===== config.mk =====
export PLATFORM = sky130hd
export DESIGN_NAME = rv_alu_flat
export DESIGN_NICKNAME = d
export VERILOG_FILES = /design/src/rtl/rv_core_pkg.sv /design/src/rtl/rv_isa_pkg.sv /design/src/rtl/exu_ctrl_if.sv /design/src/rtl/rv_alu.sv /design/src/flat_wrapper.sv
export SDC_FILE = /design/constraint.sdc
export NUM_CORES = 1
export LEC_CHECK = 0
export BUFFER_PORTS_ARGS = -buffer_cell sky130_fd_sc_hd__buf_2
export CORE_MARGIN = 5
export CORE_UTILIZATION = 62
export DETAILED_ROUTE_END_ITERATION = 7
export PLACE_DENSITY_LB_ADDON = 0.08
export SLEW_MARGIN = 20
export SYNTH_ARGS = -nofsm -noshare
export SYNTH_HDL_FRONTEND = slang
export SYNTH_SLANG_ARGS = --single-unit

===== constraint.sdc =====
create_clock -name vclk -period 19.9
set_clock_uncertainty 0.2 [all_clocks]
set_input_delay 2.985 -clock vclk [all_inputs]
set_output_delay 2.985 -clock vclk [all_outputs]
set_load 0.05 [all_outputs]

===== src/rtl/rv_core_pkg.sv =====
package rv_core_pkg;

  localparam int XLEN       = 64;
  localparam int REG_AW     = 5;

  // data memory, counted in 64-bit words
  localparam int DMEM_WORDS = 256;
  localparam int DMEM_AW    = 8;

  // writeback source
  typedef enum logic [2:0] {
    WB_ALU   = 3'd0,
    WB_ALU_W = 3'd1,
    WB_IMM   = 3'd2,
    WB_LINK  = 3'd3,
    WB_MEM   = 3'd4
  } wb_sel_e;

endpackage


===== src/rtl/rv_isa_pkg.sv =====
package rv_isa_pkg;

  // executed opcode, already decoded upstream
  typedef enum logic [4:0] {
    OP_NOP    = 5'd0,
    OP_ADD    = 5'd1,
    OP_SUB    = 5'd2,
    OP_ADDW   = 5'd3,
    OP_SLLW   = 5'd4,
    OP_SLLI   = 5'd5,
    OP_ADDI   = 5'd6,
    OP_SLTIU  = 5'd7,
    OP_LUI    = 5'd8,
    OP_AUIPC  = 5'd9,
    OP_JAL    = 5'd10,
    OP_JALR   = 5'd11,
    OP_BNE    = 5'd12,
    OP_LD     = 5'd13,
    OP_LW     = 5'd14,
    OP_LBU    = 5'd15,
    OP_SH     = 5'd16,
    OP_SD     = 5'd17,
    OP_EBREAK = 5'd18
  } rv_op_e;

  typedef enum logic [1:0] {
    ALU_ADD  = 2'd0,
    ALU_SUB  = 2'd1,
    ALU_SLL  = 2'd2,
    ALU_SLTU = 2'd3
  } alu_op_e;

  typedef enum logic [2:0] {
    MEM_NONE = 3'd0,
    MEM_LD   = 3'd1,
    MEM_LW   = 3'd2,
    MEM_LBU  = 3'd3,
    MEM_SH   = 3'd4,
    MEM_SD   = 3'd5
  } mem_op_e;

  // operand b source, OPB_SHW is the word shift amount rs2[4:0]
  typedef enum logic [1:0] {
    OPB_RS2 = 2'd0,
    OPB_IMM = 2'd1,
    OPB_SHW = 2'd2
  } opb_sel_e;

endpackage

===== src/rtl/exu_ctrl_if.sv =====
`timescale 1ns/1ns

interface exu_ctrl_if;
  import rv_isa_pkg::*;
  import rv_core_pkg::*;

  alu_op_e  alu_op;
  logic     a_sel_pc;
  opb_sel_e b_sel;
  mem_op_e  mem_op;
  wb_sel_e  wb_sel;
  logic     reg_wen;
  logic     is_branch;
  logic     is_jal;
  logic     is_jalr;
  logic     is_ebreak;

  modport decode (
    output alu_op, a_sel_pc, b_sel, mem_op, wb_sel, reg_wen,
           is_branch, is_jal, is_jalr, is_ebreak
  );

  modport alu (
    input alu_op, a_sel_pc, b_sel
  );

  modport lsu (
    input mem_op
  );

  // writeback and next pc selection
  modport wb (
    input wb_sel, reg_wen, is_branch, is_jal, is_jalr, is_ebreak
  );

endinterface


===== src/rtl/rv_alu.sv =====
`timescale 1ns/1ns

module rv_alu (
  exu_ctrl_if.alu                       ctrl,
  input  logic [rv_core_pkg::XLEN-1:0] src1,
  input  logic [rv_core_pkg::XLEN-1:0] src2,
  input  logic [rv_core_pkg::XLEN-1:0] imm,
  input  logic [rv_core_pkg::XLEN-1:0] pc,
  output logic [rv_core_pkg::XLEN-1:0] result
);
  import rv_isa_pkg::*;
  import rv_core_pkg::*;

  logic [XLEN-1:0] op_a;
  logic [XLEN-1:0] op_b;

  assign op_a = ctrl.a_sel_pc ? pc : src1;

  always_comb begin
    case (ctrl.b_sel)
      OPB_RS2: op_b = src2;
      OPB_IMM: op_b = imm;
      // word shifts only use five bits of rs2
      OPB_SHW: op_b = {{(XLEN-5){1'b0}}, src2[4:0]};
      default: op_b = src2;
    endcase
  end

  always_comb begin
    case (ctrl.alu_op)
      ALU_ADD:  result = op_a + op_b;
      ALU_SUB:  result = op_a - op_b;
      // slli shamt is imm[5:0]
      ALU_SLL:  result = op_a << op_b[5:0];
      ALU_SLTU: result = {{(XLEN-1){1'b0}}, (op_a < op_b)};
      default:  result = op_a + op_b;
    endcase
  end

endmodule


===== src/flat_wrapper.sv =====
// flat-port wrapper written by rule: the top's interface ports become plain ports
module rv_alu_flat import rv_isa_pkg::*; import rv_core_pkg::*;
  (src1, src2, imm, pc, result, ctrl_alu_op, ctrl_a_sel_pc, ctrl_b_sel);
  exu_ctrl_if ctrl_i ();
  input  logic [rv_core_pkg::XLEN-1:0] src1;
  input  logic [rv_core_pkg::XLEN-1:0] src2;
  input  logic [rv_core_pkg::XLEN-1:0] imm;
  input  logic [rv_core_pkg::XLEN-1:0] pc;
  output logic [rv_core_pkg::XLEN-1:0] result;
  input wire logic [$bits(ctrl_i.alu_op)-1:0] ctrl_alu_op;
  input wire logic [$bits(ctrl_i.a_sel_pc)-1:0] ctrl_a_sel_pc;
  input wire logic [$bits(ctrl_i.b_sel)-1:0] ctrl_b_sel;
  assign ctrl_i.alu_op = ctrl_alu_op;
  assign ctrl_i.a_sel_pc = ctrl_a_sel_pc;
  assign ctrl_i.b_sel = ctrl_b_sel;
  rv_alu u_core (.ctrl(ctrl_i), .src1(src1), .src2(src2), .imm(imm), .pc(pc), .result(result));
endmodule

==> results.tsv <==
stage	metric	value	unit
placed_design	RD Place Congestion	1.100	
drt	routed wire length	60.35	mm
sta	unrepaired setup endpoints after global routing	false	
placed_design	DP Wirelength	47.65	mm
critical_path	required time of the critical path	16.72	ns
global_routing	GRT overflow	0	
min_path	hold path depth	3	
final_layout	nets	2686	
sta	Setup Viol. Count Final	0	
clocking	hold buffers post-CTS	0	
synthesis	Yosys cell types	88	
final_layout	Util after Layout	69.93	%
drt	average wire per standard cell	23.47	um
placed_design	PortBufs	325	
min_path	HP Class	input port to output pin	
synthesis	Avg Inst Size Synth	6.588	sq um
die	core region area	21960	sq um
global_routing	vias in the first global route	17030	
clocking	Post-CTS Resized	0	
sta	Tmin final	13.18	ns
critical_path	crit path DAT	9.99	ns
drt	Antenna Nets Post-Route	0	
outcome	status	complete, no violations	
drt	DR vias	18160	
critical_path	max incr delay on CP	0.82	ns
final_layout	area added between synthesis and finish	10.68	%
clocking	postcts setup bufs	0	
drt	DR pass1 iterations	8	
sta	Max Fclk	0.07590	GHz
sta	Pins Over Slew Limit	0	
synthesis	Syn Inst Count	2106	
critical_path	critical path's top delay family	compound AO/OA/AOI/OAI gates	
job	maxcap violations	0	
critical_path	Buffers & Inverters on Critical Path	7	
final_layout	seq_cells	0	
sta	Final period util	66.21	%
synthesis	post-synth design cell area	13870	sq um
critical_path	Worst setup SP type	input port	
final_layout	share of cells above drive strength 1	19.64	%
min_path	Hold Startpoint	ctrl_alu_op[0]	
sta	Setup TNS	0	ns
final_layout	clk_buf instances	0	
die	die area	25470	sq um
global_routing	largest net degree at the start of global routing	79	
die	Die Y-Extent	159.6	um
global_routing	Total Routing Usage GR	43.16	%
drt	DRC	0	
final_layout	Seq. cell area	0	sq um
min_path	Hold EP	result[45]	
synthesis	Synthesized Nets	2499	
synthesis	Synth warnings	0	
critical_path	worst-path fanout max	63	
die	IO Pins	325	
global_routing	initial antenna violation count	0	
synthesis	register area share after synthesis	0	%
critical_path	Crit Path Category	input port to output pin	
drt	Iter 0 DRT Violations	2916	
critical_path	crit end category	output pin	
die	Initial Util	63.18	%
critical_path	cell repeated most along the worst path	buf_4	
die	DIE WIDTH	159.6	um
critical_path	worst-path cell chain	buf_2 -> inv_1 -> ha_2 -> buf_4 -> nor2b_4 -> buf_4 -> a22o_2 -> buf_4 -> ha_1 -> inv_1 -> fa_1 -> nor2_1 -> o221ai_1 -> a21oi_1 -> a41oi_1 -> o41a_1 -> o31a_1 -> o41ai_1 -> a211o_1 -> mux2i_1 -> xnor2_1 -> o22ai_1 -> buf_2	
global_routing	first-pass GRT wire length	91.75	mm
drt	vias per inst	7.062	
sta	pin slew with the least headroom to its limit	1.124	ns
sta	final hold violation count	0	
die	FP Rows	54	
critical_path	Crit-path slowest cell	nor2b_4	
sta	relative slew slack	25.09	%
area by class of cell:
| class | instances | area [sq um] |
|---|---|---|
| multi-input cells | 1794 | 12670 |
| fillers | 1957 | 6604 |
| repair buffers | 341 | 1749 |
| inverters | 156 | 585.6 |
| well taps | 280 | 350.3 |
| diodes | 1 | 2.502 |
metrics by stage:
step,cell area (sq um),setup slack [ns],cells,hold slack [ns]
floorplan,13870,8.380,2106,6.344
global route,15350,6.345,2571,6.370
global placement,15350,7.153,2571,6.351
finish,15350,6.724,2572,6.369
CTS,15350,6.871,2571,6.339
detailed placement,15350,6.885,2571,6.337
kinds of logic after synthesis:
| family | Yosys count | synth area share [%] |
|---|---|---|
| mux | 246 | 18.66 |
| xor+xnor | 65 | 4.104 |
| fa+ha+maj | 132 | 12.01 |
| buf+inv | 312 | 8.983 |
| compound gates | 761 | 36.51 |
| simple gates | 590 | 19.73 |
Yosys cell counts (42+ instances only):
cell type / number / area, sq um
a21oi_1: 221 / 1106
nor2_1: 198 / 743.2
mux2i_1: 172 / 1722
nand2_1: 159 / 596.8
inv_1: 151 / 566.8
ha_1: 130 / 1627
o21ai_0: 127 / 635.6
clkbuf_1: 100 / 375.4
mux2_2: 71 / 799.5
xnor2_1: 59 / 516.8
a22o_1: 53 / 464.2
nor3_1: 50 / 250.2
o21bai_1: 44 / 330.3
nand3_1: 42 / 210.2
worst max-delay path by stage:
stage / end / cells after the start / slack [ns] / startpoint
after global routing: result[46] / 23 / 6.35 / ctrl_b_sel[0]
after detailed placement: result[46] / 23 / 6.89 / ctrl_b_sel[0]
final: result[46] / 23 / 6.72 / ctrl_b_sel[0]
after CTS: result[46] / 23 / 6.87 / ctrl_b_sel[0]
after global placement: result[46] / 23 / 7.15 / ctrl_b_sel[0]
after floorplan: result[46] / 21 / 8.38 / ctrl_b_sel[0]
placed cells by master (no fill, tap or decap), types with 8 or more instances in the layout:
cell type	netlist	final
a22o_1	53	52
nor4_1	23	23
o211ai_1	30	30
o31ai_1	19	19
o21bai_1	44	44
or3_1	11	11
xnor2_1	59	59
nand3_1	42	42
and3_1	11	11
a211oi_1	36	36
inv_1	151	151
buf_4	4	17
nor3_1	50	50
nand2_1	159	159
o21ai_0	127	127
buf_2	30	324
nor2b_1	28	27
a21o_1	24	24
nand4_1	13	13
mux2_2	71	71
o31a_1	8	8
a211o_1	8	8
a21oi_1	221	221
o21ai_1	10	10
o22ai_1	33	33
nand2b_1	19	19
a221oi_1	10	10
a22oi_1	18	14
a31oi_1	15	15
o21a_1	13	13
nor2_1	198	197
mux2i_1	172	172
ha_1	130	129
a311oi_1	9	9
metal layers:
layer,wire length [um],track usage [%]
met4,3217,18.46
met1,22730,55.71
met5,0,0
met2,25780,67.07
met3,8624,12.45
