## src/rtl/rv_core_pkg.sv

```systemverilog
package rv_core_pkg;

  localparam int XLEN       = 64;
  localparam int REG_AW     = 5;

  // data memory, counted in 64-bit words
  localparam int DMEM_WORDS = 256;
  localparam int DMEM_AW    = 8;

  // writeback source
  typedef enum logic [2:0] {
    WB_ALU   = 3'd0,
    WB_ALU_W = 3'd1,
    WB_IMM   = 3'd2,
    WB_LINK  = 3'd3,
    WB_MEM   = 3'd4
  } wb_sel_e;

endpackage

```

## src/rtl/rv_isa_pkg.sv

```systemverilog
package rv_isa_pkg;

  // executed opcode, already decoded upstream
  typedef enum logic [4:0] {
    OP_NOP    = 5'd0,
    OP_ADD    = 5'd1,
    OP_SUB    = 5'd2,
    OP_ADDW   = 5'd3,
    OP_SLLW   = 5'd4,
    OP_SLLI   = 5'd5,
    OP_ADDI   = 5'd6,
    OP_SLTIU  = 5'd7,
    OP_LUI    = 5'd8,
    OP_AUIPC  = 5'd9,
    OP_JAL    = 5'd10,
    OP_JALR   = 5'd11,
    OP_BNE    = 5'd12,
    OP_LD     = 5'd13,
    OP_LW     = 5'd14,
    OP_LBU    = 5'd15,
    OP_SH     = 5'd16,
    OP_SD     = 5'd17,
    OP_EBREAK = 5'd18
  } rv_op_e;

  typedef enum logic [1:0] {
    ALU_ADD  = 2'd0,
    ALU_SUB  = 2'd1,
    ALU_SLL  = 2'd2,
    ALU_SLTU = 2'd3
  } alu_op_e;

  typedef enum logic [2:0] {
    MEM_NONE = 3'd0,
    MEM_LD   = 3'd1,
    MEM_LW   = 3'd2,
    MEM_LBU  = 3'd3,
    MEM_SH   = 3'd4,
    MEM_SD   = 3'd5
  } mem_op_e;

  // operand b source, OPB_SHW is the word shift amount rs2[4:0]
  typedef enum logic [1:0] {
    OPB_RS2 = 2'd0,
    OPB_IMM = 2'd1,
    OPB_SHW = 2'd2
  } opb_sel_e;

endpackage
```

## src/rtl/exu_ctrl_if.sv

```systemverilog
`timescale 1ns/1ns

interface exu_ctrl_if;
  import rv_isa_pkg::*;
  import rv_core_pkg::*;

  alu_op_e  alu_op;
  logic     a_sel_pc;
  opb_sel_e b_sel;
  mem_op_e  mem_op;
  wb_sel_e  wb_sel;
  logic     reg_wen;
  logic     is_branch;
  logic     is_jal;
  logic     is_jalr;
  logic     is_ebreak;

  modport decode (
    output alu_op, a_sel_pc, b_sel, mem_op, wb_sel, reg_wen,
           is_branch, is_jal, is_jalr, is_ebreak
  );

  modport alu (
    input alu_op, a_sel_pc, b_sel
  );

  modport lsu (
    input mem_op
  );

  // writeback and next pc selection
  modport wb (
    input wb_sel, reg_wen, is_branch, is_jal, is_jalr, is_ebreak
  );

endinterface

```

## src/rtl/rv_exu_decode.sv

```systemverilog
`timescale 1ns/1ns

module rv_exu_decode (
  input  rv_isa_pkg::rv_op_e op,
  exu_ctrl_if.decode         ctrl
);
  import rv_isa_pkg::*;
  import rv_core_pkg::*;

  always_comb begin
    ctrl.alu_op    = ALU_ADD;
    ctrl.a_sel_pc  = 1'b0;
    ctrl.b_sel     = OPB_RS2;
    ctrl.mem_op    = MEM_NONE;
    ctrl.wb_sel    = WB_ALU;
    ctrl.reg_wen   = 1'b0;
    ctrl.is_branch = 1'b0;
    ctrl.is_jal    = 1'b0;
    ctrl.is_jalr   = 1'b0;
    ctrl.is_ebreak = 1'b0;

    case (op)
      OP_ADD: begin
        ctrl.reg_wen = 1'b1;
      end
      OP_SUB: begin
        ctrl.alu_op  = ALU_SUB;
        ctrl.reg_wen = 1'b1;
      end
      OP_ADDW: begin
        ctrl.wb_sel  = WB_ALU_W;
        ctrl.reg_wen = 1'b1;
      end
      OP_SLLW: begin
        ctrl.alu_op  = ALU_SLL;
        ctrl.b_sel   = OPB_SHW;
        ctrl.wb_sel  = WB_ALU_W;
        ctrl.reg_wen = 1'b1;
      end
      OP_SLLI: begin
        ctrl.alu_op  = ALU_SLL;
        ctrl.b_sel   = OPB_IMM;
        ctrl.reg_wen = 1'b1;
      end
      OP_ADDI: begin
        ctrl.b_sel   = OPB_IMM;
        ctrl.reg_wen = 1'b1;
      end
      OP_SLTIU: begin
        ctrl.alu_op  = ALU_SLTU;
        ctrl.b_sel   = OPB_IMM;
        ctrl.reg_wen = 1'b1;
      end
      OP_LUI: begin
        ctrl.wb_sel  = WB_IMM;
        ctrl.reg_wen = 1'b1;
      end
      OP_AUIPC: begin
        ctrl.a_sel_pc = 1'b1;
        ctrl.b_sel    = OPB_IMM;
        ctrl.reg_wen  = 1'b1;
      end
      // alu forms the jump target, rd gets the link address
      OP_JAL: begin
        ctrl.a_sel_pc = 1'b1;
        ctrl.b_sel    = OPB_IMM;
        ctrl.wb_sel   = WB_LINK;
        ctrl.reg_wen  = 1'b1;
        ctrl.is_jal   = 1'b1;
      end
      OP_JALR: begin
        ctrl.b_sel   = OPB_IMM;
        ctrl.wb_sel  = WB_LINK;
        ctrl.reg_wen = 1'b1;
        ctrl.is_jalr = 1'b1;
      end
      OP_BNE: begin
        ctrl.is_branch = 1'b1;
      end
      OP_LD: begin
        ctrl.mem_op  = MEM_LD;
        ctrl.wb_sel  = WB_MEM;
        ctrl.reg_wen = 1'b1;
      end
      OP_LW: begin
        ctrl.mem_op  = MEM_LW;
        ctrl.wb_sel  = WB_MEM;
        ctrl.reg_wen = 1'b1;
      end
      OP_LBU: begin
        ctrl.mem_op  = MEM_LBU;
        ctrl.wb_sel  = WB_MEM;
        ctrl.reg_wen = 1'b1;
      end
      OP_SH: begin
        ctrl.mem_op = MEM_SH;
      end
      OP_SD: begin
        ctrl.mem_op = MEM_SD;
      end
      OP_EBREAK: begin
        ctrl.is_ebreak = 1'b1;
      end
      default: begin
      end
    endcase
  end

endmodule

```

## src/flat_wrapper.sv

```systemverilog
// flat-port wrapper written by rule: the top's interface ports become plain ports
module rv_exu_decode_flat import rv_isa_pkg::*; import rv_core_pkg::*;
  (op, ctrl_alu_op, ctrl_a_sel_pc, ctrl_b_sel, ctrl_mem_op, ctrl_wb_sel, ctrl_reg_wen, ctrl_is_branch, ctrl_is_jal, ctrl_is_jalr, ctrl_is_ebreak);
  exu_ctrl_if ctrl_i ();
  input  rv_isa_pkg::rv_op_e op;
  output wire logic [$bits(ctrl_i.alu_op)-1:0] ctrl_alu_op;
  output wire logic [$bits(ctrl_i.a_sel_pc)-1:0] ctrl_a_sel_pc;
  output wire logic [$bits(ctrl_i.b_sel)-1:0] ctrl_b_sel;
  output wire logic [$bits(ctrl_i.mem_op)-1:0] ctrl_mem_op;
  output wire logic [$bits(ctrl_i.wb_sel)-1:0] ctrl_wb_sel;
  output wire logic [$bits(ctrl_i.reg_wen)-1:0] ctrl_reg_wen;
  output wire logic [$bits(ctrl_i.is_branch)-1:0] ctrl_is_branch;
  output wire logic [$bits(ctrl_i.is_jal)-1:0] ctrl_is_jal;
  output wire logic [$bits(ctrl_i.is_jalr)-1:0] ctrl_is_jalr;
  output wire logic [$bits(ctrl_i.is_ebreak)-1:0] ctrl_is_ebreak;
  assign ctrl_alu_op = ctrl_i.alu_op;
  assign ctrl_a_sel_pc = ctrl_i.a_sel_pc;
  assign ctrl_b_sel = ctrl_i.b_sel;
  assign ctrl_mem_op = ctrl_i.mem_op;
  assign ctrl_wb_sel = ctrl_i.wb_sel;
  assign ctrl_reg_wen = ctrl_i.reg_wen;
  assign ctrl_is_branch = ctrl_i.is_branch;
  assign ctrl_is_jal = ctrl_i.is_jal;
  assign ctrl_is_jalr = ctrl_i.is_jalr;
  assign ctrl_is_ebreak = ctrl_i.is_ebreak;
  rv_exu_decode u_core (.op(op), .ctrl(ctrl_i));
endmodule
```

## config.mk

```make
export PLATFORM = sky130hd
export DESIGN_NAME = rv_exu_decode_flat
export DESIGN_NICKNAME = d
export VERILOG_FILES = /design/src/rtl/rv_core_pkg.sv /design/src/rtl/rv_isa_pkg.sv /design/src/rtl/exu_ctrl_if.sv /design/src/rtl/rv_exu_decode.sv /design/src/flat_wrapper.sv
export SDC_FILE = /design/constraint.sdc
export NUM_CORES = 1
export LEC_CHECK = 0
export BUFFER_PORTS_ARGS = -buffer_cell sky130_fd_sc_hd__buf_2
export CAP_MARGIN = 25
export CORE_AREA = 2 2 39 41
export DETAILED_ROUTE_END_ITERATION = 12
export DIE_AREA = 0 0 41 43
export GPL_ROUTABILITY_DRIVEN = 0
export GPL_TIMING_DRIVEN = 0
export MAX_ROUTING_LAYER = met4
export PLACE_DENSITY = 0.45
export SLEW_MARGIN = 40
export SYNTH_ARGS = -nofsm -noshare
export SYNTH_HDL_FRONTEND = slang
export SYNTH_SLANG_ARGS = --single-unit
```

## constraint.sdc

```tcl
create_clock -name vclk -period 2.2
set_clock_uncertainty 0.05 [all_clocks]
set_input_delay 0.11 -clock vclk [all_inputs]
set_output_delay 0.11 -clock vclk [all_outputs]
set_load 0.02 [all_outputs]
```

==> qor.yml <==
hold_path_class: "input port to output port"
antenna_left: 0
dpl.cell_count: 68
regArea_sq_um: 0
grt_usage_pct: 6.653
crit_start: "op[4]"
core_sq_um: 1384
fin_area_sq_um: 330.3
ctsResizeCount: 0
postPlaceCellArea_sq_um: 330.3
critPathCaptureType: "output port"
cp-start-kind: "input port"
tns_ns: 0
leakage_nw: 0.1865
drive_above_1_share_pct: 50.00
syn_area_sq_um: 225.2
yosys.area.top_type: "nor2_1"
synth_top_area_share_pct: 13.33
final.fill_count: 168
grt_pass1_wl_um: 883
fmax_mhz: 900.5
finalNonFillerCells: 68
status: "finished clean"
p_per_area_nw_per_um2: 185.5
wire_per_inst_um: 8.956
area_growth_pct: 46.67
ir_worst_vdd_v: 0.00005762
drc_errors: 0
diodes: 0
place_hpwl_um: 489.2
min_from: "op[2]"
antenna_found_initial: 0
grt_setup_unrepaired: "no"
synth.net_count: 40
cts_hold_buffers: 0
arrival_ns: 0.95
synth.area.top_cells: "nor2_1 13%, nor4b_2 13%, and3_1 8.3%"
multi_input_area_sq_um: 192.7
syn_avg_cell_area_sq_um: 6.435
start_util_pct: 16.27
worst_ep_required_time_ns: 2.04
io_pins: 21
synth-seq-area-share_pct: 0
die_h_um: 43
ys_warn_count: 0
port-buffer-count: 17
maxCapViolCount: 0
fin_hold_ws_ns: 0.4839
grt_pass1_vias: 221
dr.pass1.iters: 4
relSlewSlack_pct: 80.16
grt_max_degree: 11
via_count: 280
design.seq.count: 0
period_needed_ns: 1.111
path_class: "input port to output port"
period_share_pct: 50.48
viasPerCell: 4.118
hold_violations: 0
post_cts_buffers: 0
totalWireLength_um: 609
synthCells: 35
tightest_slew_ns: 0.2964
fp.dieArea_sq_um: 1763
fin_nets: 59
post-route-util_pct: 23.87
maxSlewViolCount: 0
num_rows: 14
grt.overflow.total: 0
crit_fanout: 9
synth.distinct_cells: 20
drtIter0Drc: 6
clock_buffers: 0
die_width_um: 41
setup_viol: 0
[path summary, 6_finish.rpt]
kind | end | slack [ns] | cells past startpoint
max | ctrl_a_sel_pc | 1.09 | 4
min | ctrl_is_ebreak | 0.48 | 3
[stage by stage]
step	setup slack (ns)	power [mW]
2_1_floorplan	0.9571	0.04615
3_3_place_gp	1.082	0.06211
3_5_place_dp	1.075	0.06235
4_1_cts	1.074	0.06250
5_1_grt	1.015	0.06727
6_report	1.089	0.06129
[worst max-delay path, stage by stage]
cell and delay (ns):
clkbuf_2 0.15, or3b_4 0.42, a21oi_2 0.11, buf_2 0.17
[report_power, final]
| part | internal, mW | switching (mW) |
|---|---|---|
| Sequential | 0 | 0 |
| Clock | 0 | 0 |
| Combinational | 0.0237 | 0.0376 |
[cell families (layout without fill, tap and decap cells)]
kind of cell	Yosys count	in the layout	synth area share, %
and+or+nand+nor	22	22	58.34
AOI/OAI and AO/OA	6	6	19.44
buffers and inverters	5	22	14.44
xor gates and xnor gates	2	2	7.779
[synthesized netlist by cell type, drive strengths merged]
library cell / number
and2b: 1
nor2: 8
clkbuf: 1
a2bb2oi: 1
a21oi: 3
or3b: 1
nand2b: 1
inv: 1
and3: 3
buf: 3
nor3: 2
o21ai: 1
nor4b: 2
o21a: 1
or2: 1
xnor2: 2
nand2: 3
[layout make-up]
cell class | instances | area share, %
Multi-Input combinational cell | 30 | 58.33
Timing Repair Buffer | 17 | 25.76
Buffer | 4 | 8.712
Tap cell | 16 | 6.061
Inverter | 1 | 1.136
[cells in the final DEF, fill, tap and decap left out]
cell type and instances:
buf_2 18, clkbuf_2 1, and3_1 3, buf_4 1, and2b_1 1, or3b_4 1, inv_1 1, buf_6 1
xnor2_1 2, o21a_1 1, nor3_1 2, nand2b_1 1, nor2_1 8, nor4b_2 2, a2bb2oi_1 1, nand2_1 3
a21oi_2 2, a21oi_1 1, o21ai_1 1, or2_1 1
[per-layer routing]
layer  routed length, um  share of wire (%)  global-route usage (%)  vias to the layer above
met2                 284                 47                   10.94                        9
met4                   0                  0                       0                        0
li1                    -                  -                       -                      153
met5                   0                  0                       -                        -
met1                 282                 46                   9.177                      118
met3                  41                6.7                  0.5236                        0
Note: power is estimated with default switching activity, not from simulation.
